## src/logic/corr_macros.svh

```systemverilog
`ifndef CORR_MACROS_SVH
`define CORR_MACROS_SVH

// Counter and window sizing
`define CORR_CNT_W        16
`define CORR_WINDOW_LEN   1000  // Samples per window, fits in CORR_CNT_W

// Probe synchronizer depth
`define CORR_SYNC_STAGES  2

// LED PWM counter and duty width
`define CORR_PWM_W        8

// Host command bytes
`define CORR_CMD_START    8'h53  // 'S'
`define CORR_CMD_READ     8'h52  // 'R'
`define CORR_CMD_LED      8'h4C  // 'L', next byte is duty

`endif

```

## src/logic/corr_pkg.sv

```systemverilog
`include "corr_macros.svh"

package corr_pkg;

  // One window result, cnt_x in the top bits
  typedef struct packed {
    logic [`CORR_CNT_W-1:0] cnt_x;   // Samples with X high
    logic [`CORR_CNT_W-1:0] cnt_y;   // Samples with Y high
    logic [`CORR_CNT_W-1:0] cnt_xy;  // Samples with both high
  } corr_counts_t;

  // One beat on the byte pipe, ready travels separately
  typedef struct packed {
    logic [7:0] data;
    logic       valid;
  } bp_beat_t;

  // Controller states
  typedef enum logic [1:0] {
    IDLE,      // Waiting for a command byte
    GET_DUTY,  // Next byte is the LED duty
    WAIT_SER   // Readout streaming, input held off
  } corr_state_e;

endpackage

```

## src/logic/corr_accum.sv

```systemverilog
`timescale 1ns/1ps
`include "corr_macros.svh"

module corr_accum import corr_pkg::*; (
  input  logic         i_clk_48MHz,
  input  logic         i_rst,
  input  logic         i_x,
  input  logic         i_y,
  input  logic         i_start,
  output logic         o_done,
  output corr_counts_t o_counts
);

  localparam int SYNC_N = `CORR_SYNC_STAGES;
  localparam int CNT_W  = `CORR_CNT_W;
  localparam logic [CNT_W-1:0] LAST_IDX = CNT_W'(`CORR_WINDOW_LEN - 1);

  logic [SYNC_N-1:0] x_sync;
  logic [SYNC_N-1:0] y_sync;
  logic              x_s;
  logic              y_s;
  logic              running_q;
  logic              done_q;
  logic [CNT_W-1:0]  idx_q;     // Sample index within window
  corr_counts_t      cnt_q;
  corr_counts_t      cnt_d;
  corr_counts_t      result_q;  // Held from done to next done

  // Probe synchronizers
  always_ff @(posedge i_clk_48MHz) begin
    x_sync <= {x_sync[SYNC_N-2:0], i_x};
    y_sync <= {y_sync[SYNC_N-2:0], i_y};
  end

  assign x_s = x_sync[SYNC_N-1];
  assign y_s = y_sync[SYNC_N-1];

  // Counters with this cycle's sample added
  always_comb begin
    cnt_d.cnt_x  = cnt_q.cnt_x + CNT_W'(x_s);
    cnt_d.cnt_y  = cnt_q.cnt_y + CNT_W'(y_s);
    cnt_d.cnt_xy = cnt_q.cnt_xy + CNT_W'(x_s & y_s);
  end

  always_ff @(posedge i_clk_48MHz) begin
    if (i_rst) begin
      running_q <= 1'b0;
      done_q    <= 1'b0;
      idx_q     <= '0;
      cnt_q     <= '0;
      result_q  <= '0;
    end else begin
      done_q <= 1'b0;
      if (i_start) begin
        running_q <= 1'b1;  // First sample next cycle
        idx_q     <= '0;
        cnt_q     <= '0;
      end else if (running_q) begin
        cnt_q <= cnt_d;
        idx_q <= idx_q + 1'b1;
        if (idx_q == LAST_IDX) begin
          running_q <= 1'b0;
          done_q    <= 1'b1;
          result_q  <= cnt_d;  // Includes the last sample
        end
      end
    end
  end

  assign o_done   = done_q;
  assign o_counts = result_q;

  // Coincidences can never outnumber either single count
  a_xy_bounded: assert property (@(posedge i_clk_48MHz) disable iff (i_rst)
    (o_counts.cnt_xy <= o_counts.cnt_x) && (o_counts.cnt_xy <= o_counts.cnt_y));

endmodule

```

## src/logic/resp_serializer.sv

```systemverilog
`timescale 1ns/1ps

module resp_serializer import corr_pkg::*; (
  input  logic         i_clk_48MHz,
  input  logic         i_rst,
  input  logic         i_load,
  input  corr_counts_t i_counts,
  output logic         o_busy,
  output bp_beat_t     o_bp_out,
  input  logic         i_bp_out_ready
);

  localparam int REC_W   = $bits(corr_counts_t);
  localparam int N_BYTES = REC_W / 8;
  localparam int IDX_W   = $clog2(N_BYTES);
  localparam logic [IDX_W-1:0] LAST_BYTE = IDX_W'(N_BYTES - 1);

  logic [REC_W-1:0] shift_q;     // Current byte in the top bits
  logic [IDX_W-1:0] byte_idx_q;
  logic             valid_q;
  logic             xfer;

  assign xfer = valid_q && i_bp_out_ready;

  always_ff @(posedge i_clk_48MHz) begin
    if (i_rst) begin
      valid_q    <= 1'b0;
      byte_idx_q <= '0;
    end else if (i_load) begin
      valid_q    <= 1'b1;
      byte_idx_q <= '0;
    end else if (xfer) begin
      byte_idx_q <= byte_idx_q + 1'b1;
      if (byte_idx_q == LAST_BYTE) begin
        valid_q <= 1'b0;  // Sixth byte gone
      end
    end
  end

  always_ff @(posedge i_clk_48MHz) begin
    if (i_load) begin
      shift_q <= i_counts;
    end else if (xfer) begin
      shift_q <= {shift_q[REC_W-9:0], 8'h00};  // Next byte up
    end
  end

  assign o_bp_out.data  = shift_q[REC_W-1 -: 8];
  assign o_bp_out.valid = valid_q;
  assign o_busy         = valid_q;

  // Stalled byte must hold, relies on no load while busy
  a_hold_on_stall: assert property (@(posedge i_clk_48MHz) disable iff (i_rst)
    (o_bp_out.valid && !i_bp_out_ready) |=>
      (o_bp_out.valid && $stable(o_bp_out.data)));

endmodule

```

## src/logic/led_pwm.sv

```systemverilog
`timescale 1ns/1ps
`include "corr_macros.svh"

module led_pwm (
  input  logic                   i_clk_48MHz,
  input  logic                   i_rst,
  input  logic [`CORR_PWM_W-1:0] i_duty,
  output logic                   o_led
);

  logic [`CORR_PWM_W-1:0] cnt_q;
  logic [`CORR_PWM_W-1:0] duty_q;  // Duty for the current period

  always_ff @(posedge i_clk_48MHz) begin
    if (i_rst) begin
      cnt_q  <= '0;
      duty_q <= '0;
    end else begin
      cnt_q <= cnt_q + 1'b1;
      if (cnt_q == '1) begin
        duty_q <= i_duty;  // Pick up new duty at wrap
      end
    end
  end

  // High for duty_q counts of each period
  assign o_led = (cnt_q < duty_q);

endmodule

```

## src/logic/corr_ctrl.sv

```systemverilog
`timescale 1ns/1ps
`include "corr_macros.svh"

module corr_ctrl import corr_pkg::*; (
  input  logic                   i_clk_48MHz,
  input  logic                   i_rst,
  input  bp_beat_t               i_bp_in,
  output logic                   o_bp_in_ready,
  output logic                   o_start,
  input  logic                   i_done,
  output logic                   o_load,
  input  logic                   i_busy,
  output logic [`CORR_PWM_W-1:0] o_duty
);

  corr_state_e            state_q;
  corr_state_e            state_d;
  logic                   in_ready_q;
  logic                   start_q;
  logic                   start_d;
  logic                   load_q;
  logic                   load_d;
  logic                   win_run_q;  // Window in flight in the accumulator
  logic [`CORR_PWM_W-1:0] duty_q;
  logic [`CORR_PWM_W-1:0] duty_d;
  logic                   xfer;

  assign xfer = i_bp_in.valid && in_ready_q;

  always_comb begin
    state_d = state_q;
    start_d = 1'b0;
    load_d  = 1'b0;
    duty_d  = duty_q;
    case (state_q)
      IDLE: begin
        if (xfer) begin
          case (i_bp_in.data)
            `CORR_CMD_START: begin
              start_d = !win_run_q && !start_q;  // Ignore while running
            end
            `CORR_CMD_LED: begin
              state_d = GET_DUTY;
            end
            `CORR_CMD_READ: begin
              load_d  = 1'b1;
              state_d = WAIT_SER;
            end
            default: begin
              state_d = IDLE;  // Unknown byte dropped
            end
          endcase
        end
      end
      GET_DUTY: begin
        if (xfer) begin
          duty_d  = i_bp_in.data[`CORR_PWM_W-1:0];
          state_d = IDLE;
        end
      end
      WAIT_SER: begin
        // Busy is still low in the load cycle itself
        if (!load_q && !i_busy) begin
          state_d = IDLE;
        end
      end
      default: begin
        state_d = IDLE;
      end
    endcase
  end

  always_ff @(posedge i_clk_48MHz) begin
    if (i_rst) begin
      state_q    <= IDLE;
      in_ready_q <= 1'b0;
      start_q    <= 1'b0;
      load_q     <= 1'b0;
      win_run_q  <= 1'b0;
      duty_q     <= '0;
    end else begin
      state_q    <= state_d;
      in_ready_q <= (state_d != WAIT_SER);  // Off while readout streams
      start_q    <= start_d;
      load_q     <= load_d;
      duty_q     <= duty_d;
      if (start_q) begin
        win_run_q <= 1'b1;
      end else if (i_done) begin
        win_run_q <= 1'b0;
      end
    end
  end

  assign o_bp_in_ready = in_ready_q;
  assign o_start       = start_q;
  assign o_load        = load_q;
  assign o_duty        = duty_q;

  // Serializer must be idle when a new readout is loaded
  a_load_idle: assert property (@(posedge i_clk_48MHz) disable iff (i_rst)
    o_load |-> !i_busy);

  // No restart before the accumulator reports done
  a_start_idle: assert property (@(posedge i_clk_48MHz) disable iff (i_rst)
    o_start |-> !win_run_q);

endmodule

```

## src/logic/corr_top.sv

```systemverilog
`timescale 1ns/1ps
`include "corr_macros.svh"

module corr_top import corr_pkg::*; (
  input  logic     i_clk_48MHz,
  input  logic     i_rst,
  input  logic     i_x,             // Async X probe
  input  logic     i_y,             // Async Y probe
  input  bp_beat_t i_bp_in,         // Host to device
  output logic     o_bp_in_ready,
  output bp_beat_t o_bp_out,        // Device to host
  input  logic     i_bp_out_ready,
  output logic     o_led
);

  logic                   start;
  logic                   done;
  logic                   load;
  logic                   busy;
  logic [`CORR_PWM_W-1:0] duty;
  corr_counts_t           counts;

  corr_ctrl u_ctrl (
    .i_clk_48MHz   (i_clk_48MHz),
    .i_rst         (i_rst),
    .i_bp_in       (i_bp_in),
    .o_bp_in_ready (o_bp_in_ready),
    .o_start       (start),
    .i_done        (done),
    .o_load        (load),
    .i_busy        (busy),
    .o_duty        (duty)
  );

  corr_accum u_accum (
    .i_clk_48MHz (i_clk_48MHz),
    .i_rst       (i_rst),
    .i_x         (i_x),
    .i_y         (i_y),
    .i_start     (start),
    .o_done      (done),
    .o_counts    (counts)
  );

  // Reads the accumulator result record directly
  resp_serializer u_ser (
    .i_clk_48MHz    (i_clk_48MHz),
    .i_rst          (i_rst),
    .i_load         (load),
    .i_counts       (counts),
    .o_busy         (busy),
    .o_bp_out       (o_bp_out),
    .i_bp_out_ready (i_bp_out_ready)
  );

  led_pwm u_pwm (
    .i_clk_48MHz (i_clk_48MHz),
    .i_rst       (i_rst),
    .i_duty      (duty),
    .o_led       (o_led)
  );

endmodule

```

## config.mk

```make
export PLATFORM = sky130hd
export DESIGN_NAME = corr_top
export DESIGN_NICKNAME = d
export VERILOG_FILES = /design/src/logic/corr_pkg.sv /design/src/logic/corr_accum.sv /design/src/logic/resp_serializer.sv /design/src/logic/led_pwm.sv /design/src/logic/corr_ctrl.sv /design/src/logic/corr_top.sv
export VERILOG_INCLUDE_DIRS = /design/src /design/src/logic
export SDC_FILE = /design/constraint.sdc
export NUM_CORES = 1
export LEC_CHECK = 0
export BUFFER_PORTS_ARGS = -buffer_cell sky130_fd_sc_hd__buf_2
export CELL_PAD_IN_SITES_DETAIL_PLACEMENT = 1
export CELL_PAD_IN_SITES_GLOBAL_PLACEMENT = 1
export CORE_MARGIN = 3
export CORE_UTILIZATION = 30
export CTS_BUF_LIST = sky130_fd_sc_hd__clkbuf_8 sky130_fd_sc_hd__clkbuf_16
export CTS_CLUSTER_SIZE = 28
export DETAILED_ROUTE_END_ITERATION = 8
export HOLD_SLACK_MARGIN = 0.06
export PLACE_DENSITY_LB_ADDON = 0.1
export SLEW_MARGIN = 20
export SYNTH_ARGS = -nofsm -noshare
export SYNTH_HDL_FRONTEND = slang
export SYNTH_SLANG_ARGS = --single-unit
```

## constraint.sdc

```tcl
create_clock -name i_clk_48MHz -period 3.4 [get_ports i_clk_48MHz]
set_input_delay 0.68 -clock i_clk_48MHz [delete_from_list [all_inputs] [get_ports i_clk_48MHz]]
set_output_delay 0.68 -clock i_clk_48MHz [all_outputs]
set_load 0.01 [all_outputs]
```

==> out/metrics.csv <==
metric,value,unit
r2r setup slk,0.94,ns
internal cell power,3.433,mW
Hold Crit Start,i_y,
Mapped Area,8985,um2
"Slowest-stage cell, CP",dfxtp_1,
drt first-iter violations,285,
setup TNS,0,ns
Hold Crit Class,in2reg,
period utilization,75.83,%
switching portion of total power,23.87,%
P per Cell Area,454.0,nW/um2
multi-input logic area,4115,um2
GR Layer Usage met1,17.58,%
I/O pin count,25,
drt drc,0,
nets,923,
reg2reg path depth,8,
gr ovfl total,0,
critical path arrival,1.90,ns
Worst Hold End,u_accum.y_sync[0],
VDD IR-drop max,361.5,uV
Die H,179.1,um
Mean Syn Cell Area,9.917,um2
CTS Buf Count,17,
final hold vios,0,
worst setup path category,reg2out,
htree depth,4,
logic gate share of total power,1.6,%
Main synth FF type,dfxtp_1,
Critical Path Start Type,flop,
post-synthesis register bit count,200,
Longest Clk Path Bufs,2,
Fin Clk Skew,0.01198,ns
GRT Resource Usage Total,13.97,%
post-synthesis sequential area ratio,49.91,%
worst skew pair latency,0.43,ns
fin crit period,2.578,ns
"Slew Viols, Final",0,
DP Area,9359,um2
"CTS clk-pin slew, worst paths",0.08,ns
Post-synth EDFFs,48,
Netlist cell types,52,
"most common cell after layout, fill and taps aside",dfxtp_1,
Post-Syn Instances,906,
clock share of power,44.5,%
# resized after CTS,0,
syn nets,937,
dpl hpwl,14650,um
leak pwr,3.139,nW
"FFs w/ async S/R, synth",0,%
Final Wtd Congestion,0.7741,
first-pass GRT wire length,35650,um
Critical Path Max Stage Delay,0.43,ns
Register Area,4486,um2
core area,29090,um2
vias per inst,5.042,
Worst Max-Slew Pin Slew,0.9513,ns
fill cell count,3295,
total power,4.509,mW
Std-Cell Rows,62,
pin count of the biggest net entering global routing,84,
most frequent cells in the layout,"dfxtp_1, a21oi_1, nor2_1",
Rel. slew slack,36.58,%
Initial Util,30.89,%
Die Span X,179.1,um
Sink Count,200,
FF-to-FF End,u_accum.cnt_q[12],
RSZ-0062 raised after global routing,no,
DR WL/cell,16.83,um
die area,32060,um2
Routed WL,21700,um
IO buf count,24,
worst r2r src,u_accum.x_sync[1],
Hold Buf Count CTS,0,
antenna-violating nets left,0,
hold path depth,1,
TritonCTS clock tree,built,
Final Instance Area,9932,um2
postcts setup bufs,0,
first drt pass iteration count,4,
initial antenna violation count,0,
GR Layer Usage met2,24.49,%
Max Clock Freq,387.9,MHz
Critical Path End Type,output pin,
M3 GR Usage,2.457,%
YS warnings,0,
status,completed,
layer with the highest usage,met2,
sequential power share,53.9,%
Crit path required time,2.72,ns
Sw Pwr,1.076,mW
vias in the first global route,6834,
max cap viols,0,
n_diodes,0,
Root Buffer,clkbuf_16,
Vias,6499,
critical path peak fanout,5,
crit path cell chain,ha_1 -> a21o_1 -> a21oi_1 -> o31ai_1 -> a31oi_1 -> buf_2,
"Setup violations, final",0,
share of cells above drive strength 1,13.48,%
area delta synth->final,10.54,%
==> worst max-delay path, delay by kind of cell (launching register included) <==
family                   cells  cell delay, ns
flip-flops                   1            0.43
adder cells (fa/ha/maj)      1            0.28
buffers and inverters        1            0.15
AO/OA/AOI/OAI                4            0.59
==> Yosys cell counts (all sizes together), types with 3 or more instances <==
master | n | share of area (%)
a211oi | 41 | 3.4
a21oi | 79 | 4.4
a311oi | 3 | 0.29
a31oi | 3 | 0.21
and2 | 12 | 0.84
and3 | 10 | 0.70
and4 | 6 | 0.58
buf | 41 | 2.6
clkbuf | 30 | 1.3
dfxtp | 152 | 34
edfxtp | 48 | 16
ha | 17 | 2.4
inv | 14 | 0.58
mux2 | 40 | 5.0
mux2i | 14 | 1.6
nand2 | 52 | 2.2
nand2b | 3 | 0.21
nand3 | 38 | 2.1
nand4 | 30 | 2.4
nor2 | 79 | 3.3
nor3 | 19 | 1.1
nor3b | 3 | 0.25
nor4 | 17 | 1.3
o21ai | 22 | 1.2
o31ai | 5 | 0.42
or2 | 3 | 0.21
or3 | 14 | 0.97
or4 | 8 | 0.71
xnor2 | 41 | 4.0
xor2 | 41 | 4.0
==> power groups by stage <==
stage	Sequential (mW)	Combinational [mW]	Clock, mW
finish	2.43	0.0723	2.01
global route	2.43	0.0816	2.19
CTS	2.43	0.0750	2.08
detailed placement	2.49	0.0748	0
global placement	2.49	0.0731	0
floorplan	2.48	0.0429	0
==> flip-flops by register name (all words and copies together), names as in the netlist, 2 cells and up <==
signal            cells
u_accum.cnt_q        48
u_accum.o_counts     48
u_ser.shift_q        48
u_accum.idx_q        16
u_ctrl.o_duty         8
u_pwm.cnt_q           8
u_pwm.duty_q          8
u_ser.byte_idx_q      3
u_accum.x_sync        2
u_accum.y_sync        2
u_ctrl.state_q        2
==> logic make-up (layout without fill, tap and decap cells) <==
family	Yosys count	count (layout)	synth area share [%]
adders and majority gates	17	17	2.367
buffers and inverters	85	84	4.414
AOI/OAI and AO/OA	163	163	10.90
and+or+nand+nor	305	305	17.84
xor gates and xnor gates	82	82	7.993
DFF	200	200	49.91
muxes	54	54	6.573
==> layer usage <==
metal	vias up	share of wire [%]	routed length, um
li1	3223	-	-
met1	3205	47	10240
met2	53	49	10740
met3	18	1.9	419
met4	0	1.4	299
met5	-	0	0
==> worst max path at each step <==
stage / start / end / cells after the start
floorplan: u_ctrl.o_load / u_ser.shift_q[0] / 3
global placement: u_accum.x_sync[1] / u_accum.cnt_q[12] / 8
detailed placement: u_accum.x_sync[1] / u_accum.cnt_q[12] / 8
CTS: u_pwm.cnt_q[4] / o_led / 6
global route: u_pwm.cnt_q[4] / o_led / 6
finish: u_pwm.cnt_q[4] / o_led / 6
==> final cells by class <==
type	count	area share, %
clock buffers	17	4.283
clock inverters	15	1.487
inverters	14	0.5291
multi-input cells	621	41.43
flip-flops and latches	200	45.16
well taps	384	4.837
repair buffers	38	2.268
==> per-stage QoR <==
stage	hold slack, ns	setup slack [ns]	utilization (%)	std cells
6_report	0.3457	0.8217	34.14	1289
5_1_grt	0.3235	0.6813	34.14	1289
4_1_cts	0.3261	0.7868	34.14	1289
3_5_place_dp	0.3689	0.9444	32.17	1257
3_3_place_gp	0.3712	0.9954	32.17	1257
2_1_floorplan	0.3096	0.8721	-	906
No activity file was read; power rests on OpenSTA's default activity.
